## config.mk

```make
export PLATFORM = sky130hd
export DESIGN_NAME = blackjack_top
export DESIGN_NICKNAME = d
export VERILOG_FILES = /design/src/logic/blackjack_pkg.sv /design/src/logic/blackjack_top.sv /design/src/logic/card_deck.sv /design/src/logic/game_sequencer.sv /design/src/logic/hand_store.sv /design/src/logic/seg_display.sv
export SDC_FILE = /design/constraint.sdc
export NUM_CORES = 1
export LEC_CHECK = 0
export ABC_AREA = 1
export BUFFER_PORTS_ARGS = -buffer_cell sky130_fd_sc_hd__buf_2
export CAP_MARGIN = 20
export CORE_AREA = 2 2 157 113
export DETAILED_ROUTE_END_ITERATION = 10
export DIE_AREA = 0 0 159 115
export GPL_ROUTABILITY_DRIVEN = 0
export PLACE_DENSITY_LB_ADDON = 0.1
export SLEW_MARGIN = 0
export SYNTH_ARGS = -nofsm -noshare
export SYNTH_HDL_FRONTEND = slang
export SYNTH_SLANG_ARGS = --single-unit
```

## constraint.sdc

```tcl
create_clock -name clk -period 8.8 [get_ports clk]
set_clock_uncertainty 0.2 [all_clocks]
set_input_delay 1.32 -clock clk [delete_from_list [all_inputs] [get_ports clk]]
set_output_delay 1.32 -clock clk [all_outputs]
set_load 0.05 [all_outputs]
```

## src/logic/blackjack_pkg.sv

```systemverilog
// Types, constants and card helpers shared by the blackjack table
// Compile before any module; users pull it in with a wildcard import
package blackjack_pkg;

    // Card rank, 0 is an empty slot, 1 ace, 11 to 13 jack queen king
    typedef logic [3:0] card_t;

    // Point total of one hand
    typedef logic [5:0] points_t;

    // Summary of one hand as seen by the sequencer
    typedef struct packed {
        points_t    total;
        logic [2:0] count;
        logic       full;
    } hand_status_t;

    // Game phase visible at the top level
    typedef enum logic [2:0] {
        IDLE,
        DEAL,
        PLAYER_WAIT,
        PLAYER_DRAW,
        HOUSE_DRAW,
        DONE
    } phase_e;

    typedef enum logic [1:0] {
        NONE,
        PLAYER_WIN,
        HOUSE_WIN,
        DRAW
    } outcome_e;

    // Active low digit, bit 0 drives segment a and bit 6 segment g
    typedef logic [6:0] seg_t;

    // Bust above this total
    localparam int BLACKJACK   = 21;
    // House stops drawing at this total
    localparam int HOUSE_STAND = 17;
    localparam int SEED_W      = 6;

    // Letter and blank glyphs
    localparam seg_t SEG_BLANK = 7'b1111111;
    localparam seg_t SEG_P     = 7'b0001100;
    localparam seg_t SEG_H     = 7'b0001001;

    // Ace counts 1, faces clamp to 10
    function automatic points_t card_points(card_t rank);
        if (rank > 4'd10) begin
            return points_t'(10);
        end
        return points_t'(rank);
    endfunction

    // Digit glyph per rank; all tens and faces share the 0 glyph
    function automatic seg_t card_glyph(card_t rank);
        case (rank)
            4'd1:    return 7'b0001000;
            4'd2:    return 7'b0100100;
            4'd3:    return 7'b0110000;
            4'd4:    return 7'b0011001;
            4'd5:    return 7'b0010010;
            4'd6:    return 7'b0000010;
            4'd7:    return 7'b1111000;
            4'd8:    return 7'b0000000;
            4'd9:    return 7'b0011000;
            4'd10, 4'd11, 4'd12, 4'd13: return 7'b1000000;
            default: return SEG_BLANK;
        endcase
    endfunction

endpackage

```

## src/logic/blackjack_top.sv

```systemverilog
`timescale 1ns/1ps
// Blackjack table top level: deck, player and house hands, FSM, display
// HAND_SIZE is set here and passed to every block that holds cards
module blackjack_top import blackjack_pkg::*; #(
    parameter int HAND_SIZE = 5
) (
    input  logic              clk,
    input  logic              rst,
    input  logic              start,
    input  logic              hit,
    input  logic              stand,
    input  logic              hand_select,
    input  logic [SEED_W-1:0] seed,
    output seg_t [HAND_SIZE:0] digits,
    output phase_e            phase,
    output outcome_e          outcome
);

    // Deck handshake
    logic  shuffle_start;
    logic  deck_ready;
    logic  draw_req;
    logic  card_valid;
    card_t card;

    // Hand path
    logic                  player_take;
    logic                  house_take;
    logic                  hand_clear;
    card_t [HAND_SIZE-1:0] player_hand;
    card_t [HAND_SIZE-1:0] house_hand;
    hand_status_t          player_status;
    hand_status_t          house_status;

    card_deck i_deck (
        .clk           (clk),
        .rst           (rst),
        .shuffle_start (shuffle_start),
        .seed          (seed),
        .draw_req      (draw_req),
        .deck_ready    (deck_ready),
        .card_valid    (card_valid),
        .card          (card)
    );

    hand_store #(
        .HAND_SIZE (HAND_SIZE)
    ) i_player (
        .clk    (clk),
        .rst    (rst),
        .clear  (hand_clear),
        .take   (player_take),
        .card   (card),
        .hand   (player_hand),
        .status (player_status)
    );

    hand_store #(
        .HAND_SIZE (HAND_SIZE)
    ) i_house (
        .clk    (clk),
        .rst    (rst),
        .clear  (hand_clear),
        .take   (house_take),
        .card   (card),
        .hand   (house_hand),
        .status (house_status)
    );

    game_sequencer #(
        .HAND_SIZE (HAND_SIZE)
    ) i_seq (
        .clk           (clk),
        .rst           (rst),
        .start         (start),
        .hit           (hit),
        .stand         (stand),
        .deck_ready    (deck_ready),
        .card_valid    (card_valid),
        .player_status (player_status),
        .house_status  (house_status),
        .shuffle_start (shuffle_start),
        .draw_req      (draw_req),
        .player_take   (player_take),
        .house_take    (house_take),
        .hand_clear    (hand_clear),
        .phase         (phase),
        .outcome       (outcome)
    );

    seg_display #(
        .HAND_SIZE (HAND_SIZE)
    ) i_disp (
        .hand_select (hand_select),
        .player_hand (player_hand),
        .house_hand  (house_hand),
        .digits      (digits)
    );

endmodule

```

## src/logic/card_deck.sv

```systemverilog
`timescale 1ns/1ps
// Pseudo-random card source built on a 16-bit Galois LFSR
// shuffle_start loads the seed; each draw_req gets one card two cycles later
module card_deck import blackjack_pkg::*; (
    input  logic              clk,
    input  logic              rst,
    input  logic              shuffle_start,
    input  logic [SEED_W-1:0] seed,
    input  logic              draw_req,
    output logic              deck_ready,
    output logic              card_valid,
    output card_t             card
);

    // Taps for x^16 + x^14 + x^13 + x^11 + 1
    localparam logic [15:0] TAPS      = 16'hB400;
    // Stand-in for an all-zero seed, which would lock the LFSR
    localparam logic [15:0] ZERO_SEED = 16'hACE1;

    logic [15:0] lfsr;
    logic [15:0] lfsr_next;
    logic [15:0] seed_word;
    logic [15:0] rank_wide;
    logic        req_q;

    // One right shift, feedback folded into the tap positions
    assign lfsr_next = {1'b0, lfsr[15:1]} ^ (lfsr[0] ? TAPS : 16'h0000);

    // Replicate the seed bits so the upper stages start populated
    assign seed_word = (seed == '0) ? ZERO_SEED
                     : {seed, seed, seed[SEED_W-1 -: 16 - 2 * SEED_W]};

    // Rank 1..13 from the LFSR state
    assign rank_wide = (lfsr % 16'd13) + 16'd1;

    always_ff @(posedge clk or negedge rst) begin
        if (!rst) begin
            lfsr       <= ZERO_SEED;
            deck_ready <= 1'b0;
            req_q      <= 1'b0;
            card_valid <= 1'b0;
        end else begin
            if (shuffle_start) begin
                lfsr       <= seed_word;
                deck_ready <= 1'b1;
            end else if (draw_req) begin
                // Advance once per draw
                lfsr <= lfsr_next;
            end
            // Two stage reply: advance, then register the rank
            req_q      <= draw_req;
            card_valid <= req_q;
        end
    end

    // Card held stable through its valid cycle
    always_ff @(posedge clk) begin
        if (req_q) begin
            card <= rank_wide[3:0];
        end
    end

endmodule

```

## src/logic/game_sequencer.sv

```systemverilog
`timescale 1ns/1ps
// Game FSM: shuffle after reset, deal four cards, player turn, house turn
// Draws go through the deck request/valid handshake; outcome is set on DONE
module game_sequencer import blackjack_pkg::*; #(
    parameter int HAND_SIZE = 5
) (
    input  logic         clk,
    input  logic         rst,
    input  logic         start,
    input  logic         hit,
    input  logic         stand,
    input  logic         deck_ready,
    input  logic         card_valid,
    input  hand_status_t player_status,
    input  hand_status_t house_status,
    output logic         shuffle_start,
    output logic         draw_req,
    output logic         player_take,
    output logic         house_take,
    output logic         hand_clear,
    output phase_e       phase,
    output outcome_e     outcome
);

    // Internal states, one more than the visible phases
    typedef enum logic [2:0] {
        S_IDLE,
        S_DEAL,
        S_PLAYER_WAIT,
        S_PLAYER_DRAW,
        S_PLAYER_CHECK,
        S_HOUSE_DRAW,
        S_DONE
    } state_e;

    state_e     state;
    logic       shuffled;
    logic       pending;
    logic [1:0] deal_cnt;
    logic       house_wants;
    logic       player_room;

    // Bust first, then the higher total wins
    function automatic outcome_e decide(points_t player, points_t house);
        if (player > BLACKJACK) begin
            return HOUSE_WIN;
        end
        if (house > BLACKJACK) begin
            return PLAYER_WIN;
        end
        if (player > house) begin
            return PLAYER_WIN;
        end
        if (player < house) begin
            return HOUSE_WIN;
        end
        return DRAW;
    endfunction

    // Single shuffle right after reset
    assign shuffle_start = !shuffled;

    assign house_wants = (house_status.total < points_t'(HOUSE_STAND)) && !house_status.full;
    assign player_room = (player_status.count < 3'(HAND_SIZE));

    // Request only with no card in flight
    always_comb begin
        draw_req = 1'b0;
        if (deck_ready && !pending) begin
            case (state)
                S_DEAL, S_PLAYER_DRAW: draw_req = 1'b1;
                S_HOUSE_DRAW:          draw_req = house_wants;
                default:               draw_req = 1'b0;
            endcase
        end
    end

    // Deal order is player, house, player, house
    assign player_take = card_valid &&
                         (state == S_PLAYER_DRAW || (state == S_DEAL && !deal_cnt[0]));
    assign house_take  = card_valid &&
                         (state == S_HOUSE_DRAW || (state == S_DEAL && deal_cnt[0]));

    always_comb begin
        case (state)
            S_DEAL:                        phase = DEAL;
            S_PLAYER_WAIT:                 phase = PLAYER_WAIT;
            // The bust check still belongs to the hit
            S_PLAYER_DRAW, S_PLAYER_CHECK: phase = PLAYER_DRAW;
            S_HOUSE_DRAW:                  phase = HOUSE_DRAW;
            S_DONE:                        phase = DONE;
            default:                       phase = IDLE;
        endcase
    end

    always_ff @(posedge clk or negedge rst) begin
        if (!rst) begin
            state      <= S_IDLE;
            shuffled   <= 1'b0;
            pending    <= 1'b0;
            deal_cnt   <= '0;
            hand_clear <= 1'b0;
            outcome    <= NONE;
        end else begin
            shuffled   <= 1'b1;
            hand_clear <= 1'b0;
            if (draw_req) begin
                pending <= 1'b1;
            end else if (card_valid) begin
                pending <= 1'b0;
            end
            case (state)
                // DONE keeps the result shown until the next start
                S_IDLE, S_DONE: begin
                    if (start && deck_ready) begin
                        state      <= S_DEAL;
                        deal_cnt   <= '0;
                        hand_clear <= 1'b1;
                        outcome    <= NONE;
                    end
                end
                S_DEAL: begin
                    if (card_valid) begin
                        deal_cnt <= deal_cnt + 2'd1;
                        if (deal_cnt == 2'd3) begin
                            state <= S_PLAYER_WAIT;
                        end
                    end
                end
                S_PLAYER_WAIT: begin
                    if (hit && player_room) begin
                        state <= S_PLAYER_DRAW;
                    end else if (stand) begin
                        state <= S_HOUSE_DRAW;
                    end
                end
                S_PLAYER_DRAW: begin
                    if (card_valid) begin
                        state <= S_PLAYER_CHECK;
                    end
                end
                // Status now holds the new card
                S_PLAYER_CHECK: begin
                    if (player_status.total > BLACKJACK) begin
                        state   <= S_DONE;
                        outcome <= decide(player_status.total, house_status.total);
                    end else if (player_status.total == BLACKJACK || player_status.full) begin
                        state <= S_HOUSE_DRAW;
                    end else begin
                        state <= S_PLAYER_WAIT;
                    end
                end
                // Re-evaluated each cycle once no card is in flight
                S_HOUSE_DRAW: begin
                    if (!pending && !house_wants) begin
                        state   <= S_DONE;
                        outcome <= decide(player_status.total, house_status.total);
                    end
                end
                default: state <= S_IDLE;
            endcase
        end
    end

endmodule

```

## src/logic/hand_store.sv

```systemverilog
`timescale 1ns/1ps
// Holds one hand: card slots, card count and running point total
// One instance for the player and one for the house
module hand_store import blackjack_pkg::*; #(
    parameter int HAND_SIZE = 5
) (
    input  logic                  clk,
    input  logic                  rst,
    input  logic                  clear,
    input  logic                  take,
    input  card_t                 card,
    output card_t [HAND_SIZE-1:0] hand,
    output hand_status_t          status
);

    logic [2:0] count;
    points_t    total;
    logic       full;

    // No free slot left
    assign full = (count == 3'(HAND_SIZE));

    assign status = '{total: total, count: count, full: full};

    always_ff @(posedge clk or negedge rst) begin
        if (!rst) begin
            hand  <= '0;
            count <= '0;
            total <= '0;
        end else if (clear) begin
            // New game, all slots back to empty
            hand  <= '0;
            count <= '0;
            total <= '0;
        end else if (take && !full) begin
            // Append into the next empty slot
            hand[count] <= card;
            count       <= count + 3'd1;
            total       <= total + card_points(card);
        end
    end

endmodule

```

## src/logic/seg_display.sv

```systemverilog
`timescale 1ns/1ps
// Seven-segment view of one hand, picked by hand_select
// Low digits show cards, the top digit shows P or H
module seg_display import blackjack_pkg::*; #(
    parameter int HAND_SIZE = 5
) (
    input  logic                  hand_select,
    input  card_t [HAND_SIZE-1:0] player_hand,
    input  card_t [HAND_SIZE-1:0] house_hand,
    output seg_t  [HAND_SIZE:0]   digits
);

    // Hand on display
    card_t [HAND_SIZE-1:0] shown;

    // Low selects the player, high the house
    assign shown = hand_select ? house_hand : player_hand;

    always_comb begin
        // First card on digit 0
        for (int i = 0; i < HAND_SIZE; i++) begin
            digits[i] = card_glyph(shown[i]);
        end
        // Owner letter
        digits[HAND_SIZE] = hand_select ? SEG_H : SEG_P;
    end

endmodule
```

==> flow_metrics.py, run 1 <==
metrics = {
    "clock_network": {
        "hold_buffers": 0,
        "htreeDepth": 3,
        "clk_pin_slew_ns": 0.07,
        "cts_tree": "done",
        "insertion_delay_ns": 0.35,
        "ctsResizeCount": 0,
        "cts-root-buf": "clkbuf_16",
        "cts_made_buffers": 9,
        "cts.sinks": 91,
        "cts_max_path_buffers": 2,
        "cts_setup_buffers": 0,
    },
    "logic_synthesis": {
        "synth_area_sq_um": 7280,
        "synth_top_area_share": 0.271,
        "ys_top_cells_by_count": "nand2_1 (225), inv_1 (157), o21ai_0 (104)",
        "synth_top_cell_by_area": "dfrtp_1",
        "yosysSeqAreaShare": 0.317,
        "synth_most_common_cell": "nand2_1",
        "syn_inst": 1035,
        "synth_warnings": 0,
        "synth_edf_count": 4,
        "synth-seq-cells": 91,
        "synth_area_leaders": "dfrtp_1 (27%), nand2_1 (12%), inv_1 (8.1%)",
        "synth_ff_type": "dfrtp_1",
        "ys_types": 49,
        "synth_area_per_cell_sq_um": 7.04,
        "ys_async_sr_fraction": 0.956,
    },
    "timing": {
        "relSlewSlack": 0.443,
        "hold_viol_final": 0,
        "worst_slew_pin_slew_ns": 0.835,
        "setup_viol_count_final": 0,
        "slew_violations": 0,
        "fin_crit_ns": 7.13,
        "finalCritPeriodShare": 0.811,
        "fmax_mhz": 140,
        "setup_tns_ns": 0,
        "rsz0062_at_grt": "no",
    },
    "die": {
        "fp.dieH_microns": 115,
        "start_util": 0.433,
        "ioPinCount": 59,
        "die_w_microns": 159,
        "dieArea_sq_um": 18300,
        "row_count": 40,
        "coreArea_sq_um": 16800,
    },
    "global_route": {
        "grt_pass1_vias": 5990,
        "antenna_found_initial": 0,
        "grt_overflow": 0,
        "grt_pass1_wl_mm": 29.2,
        "grt_usage": 0.190,
        "grt_max_degree": 67,
    },
    "final_layout": {
        "antennaDiodeCount": 0,
        "n_fill_cell": 1788,
        "drive_gt1_frac": 0.156,
        "areaGrowthSynthToFinish_pct": 10.8,
        "utilization": 0.480,
        "fin_nets": 1141,
    },
    "critical_path": {
        "crit_path_frequent_cell": "nand2_2",
        "worst_setup_path_end_kind": "flop",
        "cp-start-kind": "flop",
        "r2r-end": "i_deck.card[2]$_DFFE_PP_",
        "cp-endpoint": "i_deck.card[2]$_DFFE_PP_",
        "r2r_start": "i_deck.lfsr[13]$_DFFE_PN1P_",
        "criticalPathCategory": "flop to flop",
        "max_stage_delay_ns": 0.60,
        "worstPathMaxFanout": 7,
        "required_ns": 8.71,
        "cp_slowest_cell": "dfstp_2",
        "cp-startpoint": "i_deck.lfsr[13]$_DFFE_PN1P_",
        "rr_worst_depth": 59,
        "r2r_slack_ns": 1.67,
        "cp.arrival_ns": 7.04,
    },
    "routing": {
        "dr.first_iter.drc_count": 535,
        "ant_nets": 0,
        "drt-wirelength-per-cell_microns": 12.7,
        "drt_first_pass_iters": 7,
        "vias": 6617,
        "wirelength_mm": 16.7,
        "viasPerCell": 5.02,
        "drc_errors": 0,
    },
    "outcome": {
        "status": "completed",
    },
    "placed_design": {
        "hpwl_mm": 12.7,
        "numPortBuffers": 53,
    },
    "run": {
        "drv_cap": 0,
    },
    "hold_path": {
        "hp-class": "flop to flop",
    },
}
-- metal layers --
layer,track usage,vias up,share of wire
met5,0,-,0
met3,0.0317,12,0.049
met2,0.274,114,0.38
met1,0.299,2963,0.56
met4,0.0339,0,0.0077
li1,-,3528,-
-- kinds of logic after synthesis --
kind of cell | after synthesis | synth area share
fa+ha+maj | 47 | 0.0828
other cells | 2 | 0.00103
flops | 91 | 0.317
simple gates | 466 | 0.307
compound gates | 218 | 0.172
xor+xnor | 13 | 0.0156
buf+inv | 198 | 0.105
-- worst max-delay path: cells and delay by family (launching register included) --
kind | cells | cell delay [ns]
compound gates | 1 | 0.20
xor+xnor | 1 | 0.15
fa+ha+maj | 3 | 0.57
buf+inv | 5 | 0.37
flops | 1 | 0.60
simple gates | 49 | 4.81
-- flip-flops by register name (all words and copies together), names as in the netlist --
| register | count |
|---|---|
| i_seq.shuffled | 1 |
| i_deck.req_q | 1 |
| i_seq.state | 3 |
| i_player.count | 3 |
| i_deck.card | 4 |
| i_house.total | 6 |
| i_seq.hand_clear | 1 |
| i_seq.pending | 1 |
| i_house.count | 3 |
| i_seq.deal_cnt | 2 |
| i_deck.card_valid | 1 |
| i_deck.lfsr | 16 |
| i_player.hand | 20 |
| i_house.hand | 20 |
| i_player.total | 6 |
| i_seq.outcome | 2 |
| i_deck.deck_ready | 1 |
-- final cells by class --
| type | instances | area [sq um] | share of cell area |
|---|---|---|---|
| Inverter | 175 | 657 | 0.0814 |
| Multi-Input combinational cell | 750 | 4230 | 0.524 |
| Clock inverter | 7 | 81.3 | 0.0101 |
| Sequential cell | 91 | 2310 | 0.286 |
| Timing Repair Buffer | 55 | 283 | 0.0350 |
| Tap cell | 231 | 289 | 0.0358 |
| Clock buffer | 9 | 225 | 0.0279 |
-- layout by cell type, fill, tap and decap left out, types with 11 or more instances in the layout --
master / synthesis / layout
nand2_1: 225 / 225
nand2_2: 39 / 39
nand3_1: 87 / 87
buf_2: 0 / 52
o21ai_1: 17 / 17
nor3_1: 11 / 11
xor2_1: 12 / 12
inv_2: 15 / 15
ha_1: 45 / 45
nand4_1: 21 / 21
inv_1: 157 / 157
nand3_2: 14 / 14
a21oi_1: 33 / 33
nor2_1: 47 / 47
o22ai_1: 22 / 22
o21ai_0: 104 / 104
dfrtp_1: 79 / 79
-- metrics by stage --
| stage | hold slack [ns] | area, sq um | worst slack, ns | std cells |
|---|---|---|---|---|
| 2_1_floorplan | 0.236 | 7300 | 2.48 | 1039 |
| 3_3_place_gp | 0.255 | 7760 | 1.76 | 1302 |
| 3_5_place_dp | 0.260 | 7760 | 1.72 | 1302 |
| 4_1_cts | 0.277 | 8070 | 1.69 | 1318 |
| 5_1_grt | 0.314 | 8070 | 0.786 | 1318 |
| 6_report | 0.273 | 8070 | 1.67 | 1318 |
-- worst min path at each step --
stage                                              from                       endpoint  cells past startpoint
after floorplan           i_deck.deck_ready$_DFFE_PN0N_  i_deck.deck_ready$_DFFE_PN0N_                      2
after global placement    i_deck.deck_ready$_DFFE_PN0N_  i_deck.deck_ready$_DFFE_PN0N_                      2
after detailed placement  i_deck.deck_ready$_DFFE_PN0N_  i_deck.deck_ready$_DFFE_PN0N_                      2
after CTS                 i_deck.deck_ready$_DFFE_PN0N_  i_deck.deck_ready$_DFFE_PN0N_                      2
after global routing      i_deck.deck_ready$_DFFE_PN0N_  i_deck.deck_ready$_DFFE_PN0N_                      2
final                     i_deck.deck_ready$_DFFE_PN0N_  i_deck.deck_ready$_DFFE_PN0N_                      2
Power of run 1 is left out: the tool's default activity adds up to more than one toggle a clock period on the data nets, which glitch-free logic cannot reach.
==> run 2, diff against run 1 <==
==> constraint.sdc (replaced) <==
create_clock -name clk -period 5.98 [get_ports clk]
set_clock_uncertainty 0.2 [all_clocks]
set_input_delay 0.897 -clock clk [delete_from_list [all_inputs] [get_ports clk]]
set_output_delay 0.897 -clock clk [all_outputs]
set_load 0.05 [all_outputs]
==> run 2 against run 1 <==
Compared with the run above: the flow now finishes with violations (negative setup slack); hold slack worse by 0.054 ns; global-route usage up 0.84 points; non-clock buffer count up 77; sequential cell count unchanged; critical path depth rose by 4; highest routed layer unchanged; die area did not move; first-iteration DRC count shrank 16%; cell area rose by 16%; count of clock-buffer cells in the layout is the same.
==> flow_metrics.py, run 2 (synthesis results as in run 1) <==
metrics = {
    "global_route": {
        "grt_overflow": 0,
        "antenna_found_initial": 0,
        "grt_usage": 0.199,
        "grt_pass1_vias": 6233,
        "grt_max_degree": 70,
        "grt_pass1_wl_mm": 30.4,
    },
    "clock_network": {
        "clk_pin_slew_ns": 0.07,
        "cts_tree": "done",
        "hold_buffers": 0,
        "htreeDepth": 3,
        "cts-root-buf": "clkbuf_16",
        "cts_max_path_buffers": 2,
        "cts_made_buffers": 9,
        "insertion_delay_ns": 0.34,
        "cts.sinks": 91,
    },
    "hold_path": {
        "hp-class": "input port to asynchronous set/reset pin",
    },
    "placed_design": {
        "postPlaceCellArea_sq_um": 8160,
        "hpwl_mm": 13.1,
        "numPortBuffers": 53,
    },
    "critical_path": {
        "crit_family": "simple AND/OR/NAND/NOR gates",
        "rr_worst_depth": 63,
        "crit_path_frequent_cell": "nand2_4",
        "cp_slowest_cell": "dfstp_2",
        "max_stage_delay_ns": 0.56,
        "cp.arrival_ns": 6.88,
        "required_ns": 5.88,
        "path_buf_inv": 6,
        "criticalPathCategory": "flop to flop",
        "worstPathMaxFanout": 4,
        "worst_setup_path_end_kind": "flop",
        "cp-start-kind": "flop",
        "crit_cells": 63,
    },
    "routing": {
        "wl_met2_mm": 7.75,
        "dr.first_iter.drc_count": 451,
        "drc_errors": 0,
        "wirelength_mm": 18.5,
        "drt_first_pass_iters": 5,
        "drt-wirelength-per-cell_microns": 13.3,
        "met1_length_mm": 10.1,
        "viasPerCell": 5.03,
        "route.met3.wl_microns": 622,
        "vias": 7020,
        "highest_layer": "met4",
        "ant_nets": 0,
    },
    "timing": {
        "hold_viol_final": 0,
        "worst_hold_slack_ns": 0.219,
        "fmax_mhz": 143,
        "rsz0062_at_grt": "yes",
        "setup_viol_count_final": 4,
        "fin_crit_ns": 6.98,
        "relSlewSlack": 0.410,
        "slew_violations": 0,
        "fin_ws_ns": -0.999,
        "finalCritPeriodShare": 1.17,
        "worst_slew_pin_slew_ns": 0.885,
    },
    "final_layout": {
        "final_common_cell": "nand2_1",
        "fin_area_sq_um": 9330,
        "drive_gt1_frac": 0.293,
        "antennaDiodeCount": 0,
        "fin_nets": 1218,
        "areaGrowthSynthToFinish_pct": 28.1,
        "largest_registers": "i_house.hand x20, i_player.hand x20, i_deck.lfsr x16",
        "layout_common_cells": "nand2_1 (177), inv_1 (149), o21ai_0 (102)",
    },
    "die": {
        "ioPinCount": 59,
        "fp.dieH_microns": 115,
        "coreArea_sq_um": 16800,
        "row_count": 40,
        "dieArea_sq_um": 18300,
        "start_util": 0.433,
        "die_w_microns": 159,
    },
    "outcome": {
        "violations": "negative setup slack",
        "status": "complete, but fails checks",
    },
    "run": {
        "drv_cap": 0,
    },
}
[run 2: changes by cell type in the layout (fill, tap and decap cells not counted), sizes merged]
cell / previous run / this run
buf: 55 / 132
clkinv: 6 / 4
clkinvlp: 0 / 1
inv: 176 / 177
[run 2: per-layer routing]
layer,vias to the layer above,track usage
li1,3677,-
met1,3244,0.320
met2,93,0.281
met3,6,0.0307
met4,0,0.0291
met5,-,0
[run 2: layout make-up]
type | instances | area, sq um
flip-flops and latches | 91 | 2310
clock buffers | 9 | 225
repair buffers | 132 | 883
fillers | 1623 | 7490
multi-input cells | 750 | 4890
well taps | 231 | 289
inverters | 175 | 667
clock inverters | 7 | 68.8
[run 2: worst reg2reg max path: cells and delay by family, from the launching register on]
family	cells	cell delay, ns
flops	1	0.56
xor+xnor	2	0.34
simple gates	49	4.15
fa+ha+maj	3	0.50
compound gates	3	0.57
buf+inv	6	0.38
[run 2: metrics by stage]
stage / cells / TNS [ns] / utilization / worst slack (ns)
final: 1395 / -3.66 / 0.555 / -0.999
after global routing: 1395 / -5.66 / 0.555 / -1.49
after CTS: 1382 / -2.68 / 0.516 / -0.756
after detailed placement: 1353 / -3.10 / 0.485 / -0.869
after global placement: 1353 / -2.71 / 0.485 / -0.741
after floorplan: 1039 / -0.705 / - / -0.292
[run 2: timing repair]
item | 4_1_cts | 5_1_grt
setup endpoints to repair | 4 | 4
pin swaps | 18 | 78
setup buffers | 13 | 13
gates resized for setup | 33 | 134
[run 2: final timing paths]
kind	from	end	slack [ns]
max reg2reg	i_deck.lfsr[15]$_DFFE_PN1P_	i_deck.card[2]$_DFFE_PP_	-1.0
max	i_deck.lfsr[15]$_DFFE_PN1P_	i_deck.card[2]$_DFFE_PP_	-1.0
min	rst	i_seq.outcome[1]$_DFFE_PN0P_	0.22
max in group asynchronous	rst	i_seq.shuffled$_DFF_PN0_	4.21
min reg2reg	i_deck.deck_ready$_DFFE_PN0N_	i_deck.deck_ready$_DFFE_PN0N_	0.27
min in group clk	i_deck.deck_ready$_DFFE_PN0N_	i_deck.deck_ready$_DFFE_PN0N_	0.27
Power of run 2 is left out for the same reason.
==> run 3, diff against run 2 <==
--- a/config.mk
+++ b/config.mk
@@ -8,9 +8,11 @@
 export ABC_AREA = 1
 export BUFFER_PORTS_ARGS = -buffer_cell sky130_fd_sc_hd__buf_2
 export CAP_MARGIN = 20
-export CORE_AREA = 2 2 157 113
+export CELL_PAD_IN_SITES_DETAIL_PLACEMENT = 1
+export CELL_PAD_IN_SITES_GLOBAL_PLACEMENT = 1
+export CORE_AREA = 2 2 165 118
 export DETAILED_ROUTE_END_ITERATION = 10
-export DIE_AREA = 0 0 159 115
+export DIE_AREA = 0 0 167 120
 export GPL_ROUTABILITY_DRIVEN = 0
 export PLACE_DENSITY_LB_ADDON = 0.1
 export SLEW_MARGIN = 0
==> run 3 against run 2 <==
Compared with the run above: the run still ends with negative setup slack left; highest routed layer unchanged; via count up 1.4%; global-route usage rose by 1.4 points; non-clock buffer count increased by 1; utilization shrank 4.5 points; wire length increased by 16%; first-iteration DRC count is 19% lower; worst setup slack got worse by 0.061 ns; sequential cell count unchanged; register-to-register slack worse by 0.06 ns; final cell count grew 0.86%.
==> flow_metrics.py, run 3 (synthesis results as in run 1) <==
metrics = {
    "outcome": {
        "status": "complete, but fails checks",
        "violations": "negative setup slack",
    },
    "hold_path": {
        "worstHoldPathCells": 2,
        "min_from": "i_deck.deck_ready$_DFFE_PN0N_",
        "worst_hold_path.endpoint": "i_deck.deck_ready$_DFFE_PN0N_",
        "hp-class": "flop to flop",
    },
    "global_route": {
        "grt_overflow": 0,
        "grt_pass1_wl_mm": 35.5,
        "grt_usage": 0.213,
        "antenna_found_initial": 0,
        "grt_max_degree": 47,
        "grt_pass1_vias": 7022,
    },
    "timing": {
        "fmax_mhz": 142,
        "relSlewSlack": 0.451,
        "finalCritPeriodShare": 1.18,
        "worst_slew_pin_slew_ns": 0.822,
        "fin_crit_ns": 7.04,
        "slew_violations": 0,
        "setup_viol_count_final": 4,
        "rsz0062_at_grt": "yes",
        "fin_ws_ns": -1.06,
        "hold_viol_final": 0,
    },
    "routing": {
        "drt-wirelength-per-cell_microns": 15.3,
        "wl_met2_mm": 9.22,
        "viasPerCell": 5.06,
        "dr.first_iter.drc_count": 367,
        "drc_errors": 0,
        "vias": 7118,
        "wirelength_mm": 21.5,
        "drt_first_pass_iters": 5,
        "route.met3.wl_microns": 575,
        "ant_nets": 0,
        "highest_layer": "met4",
        "met1_length_mm": 11.7,
    },
    "critical_path": {
        "crit_path_frequent_cell": "nand2_4",
        "worstPathMaxFanout": 5,
        "required_ns": 5.88,
        "rr_worst_depth": 62,
        "crit_family": "simple AND/OR/NAND/NOR gates",
        "r2r_slack_ns": -1.06,
        "criticalPathCategory": "flop to flop",
        "r2r_start": "i_deck.lfsr[13]$_DFFE_PN1P_",
        "max_stage_delay_ns": 0.55,
        "cp.arrival_ns": 6.94,
        "cp-start-kind": "flop",
        "path_buf_inv": 4,
        "worst_setup_path_end_kind": "flop",
        "r2r-end": "i_deck.card[2]$_DFFE_PP_",
        "cp_slowest_cell": "dfstp_2",
    },
    "run": {
        "drv_cap": 0,
    },
    "clock_network": {
        "htreeDepth": 3,
        "cts_max_path_buffers": 2,
        "cts_made_buffers": 9,
        "insertion_delay_ns": 0.35,
        "cts.sinks": 91,
        "cts-root-buf": "clkbuf_16",
        "hold_buffers": 0,
        "clk_pin_slew_ns": 0.07,
        "cts_tree": "done",
    },
    "final_layout": {
        "largest_registers": "i_house.hand x20, i_player.hand x20, i_deck.lfsr x16",
        "drive_gt1_frac": 0.306,
        "layout_common_cells": "nand2_1 (172), inv_1 (148), o21ai_0 (102)",
        "antennaDiodeCount": 0,
        "fin_nets": 1219,
        "final_common_cell": "nand2_1",
        "areaGrowthSynthToFinish_pct": 29.8,
        "utilization": 0.510,
    },
    "die": {
        "ioPinCount": 59,
        "dieArea_sq_um": 20000,
        "fp.dieH_microns": 120,
        "row_count": 42,
        "coreArea_sq_um": 18600,
        "die_w_microns": 167,
        "start_util": 0.393,
    },
    "placed_design": {
        "hpwl_mm": 15.6,
        "numPortBuffers": 53,
    },
}
run 3: repair_timing:
| action | 4_1_cts | 5_1_grt |
|---|---|---|
| gates resized for setup | 88 | 99 |
| setup endpoints to repair | 4 | 4 |
| buffers inserted | 13 | 6 |
| pin swaps | 19 | 41 |
run 3: per-stage QoR:
step                hold slack [ns]  cell area (sq um)  setup TNS [ns]  std cells  setup WS (ns)
floorplan                     0.236               7320          -0.705       1039         -0.292
global placement              0.283               8240           -2.67       1372         -0.732
detailed placement            0.294               8240           -3.53       1372         -0.962
CTS                           0.310               8950           -2.92       1401         -0.804
global route                  0.318               9460           -5.97       1407          -1.56
finish                        0.300               9460           -3.94       1407          -1.06
run 3: layout make-up:
| type | instances | area, sq um |
|---|---|---|
| clock buffer | 9 | 225 |
| clock inverter | 7 | 67.6 |
| fill | 2355 | 9090 |
| inverter | 175 | 667 |
| multi-input combinational | 750 | 5000 |
| sequential | 91 | 2310 |
| tap | 242 | 303 |
| timing repair buffer | 133 | 883 |
run 3: how the worst max path moves through the flow:
stage / from / end / depth (start not counted)
6_report: i_deck.lfsr[13]$_DFFE_PN1P_ / i_deck.card[2]$_DFFE_PP_ / 62
5_1_grt: i_deck.lfsr[15]$_DFFE_PN1P_ / i_deck.card[3]$_DFFE_PP_ / 64
4_1_cts: i_deck.lfsr[15]$_DFFE_PN1P_ / i_deck.card[2]$_DFFE_PP_ / 65
3_5_place_dp: i_deck.lfsr[15]$_DFFE_PN1P_ / i_deck.card[2]$_DFFE_PP_ / 62
3_3_place_gp: i_deck.lfsr[15]$_DFFE_PN1P_ / i_deck.card[2]$_DFFE_PP_ / 58
2_1_floorplan: i_deck.lfsr[13]$_DFFE_PN1P_ / i_deck.card[2]$_DFFE_PP_ / 65
run 3: layer usage:
layer,GRT usage,vias to the layer above
met2,0.311,85
li1,-,3676
met5,0,-
met1,0.336,3351
met3,0.0323,6
met4,0.0291,0
run 3: worst register-to-register path: cells and delay by family, from the launching register on:
kind | cells | cell delay, ns
buf+inv | 4 | 0.21
compound gates | 1 | 0.27
xor+xnor | 2 | 0.34
fa+ha+maj | 3 | 0.47
simple gates | 52 | 4.76
flops | 1 | 0.55
Power of run 3 is left out for the same reason.
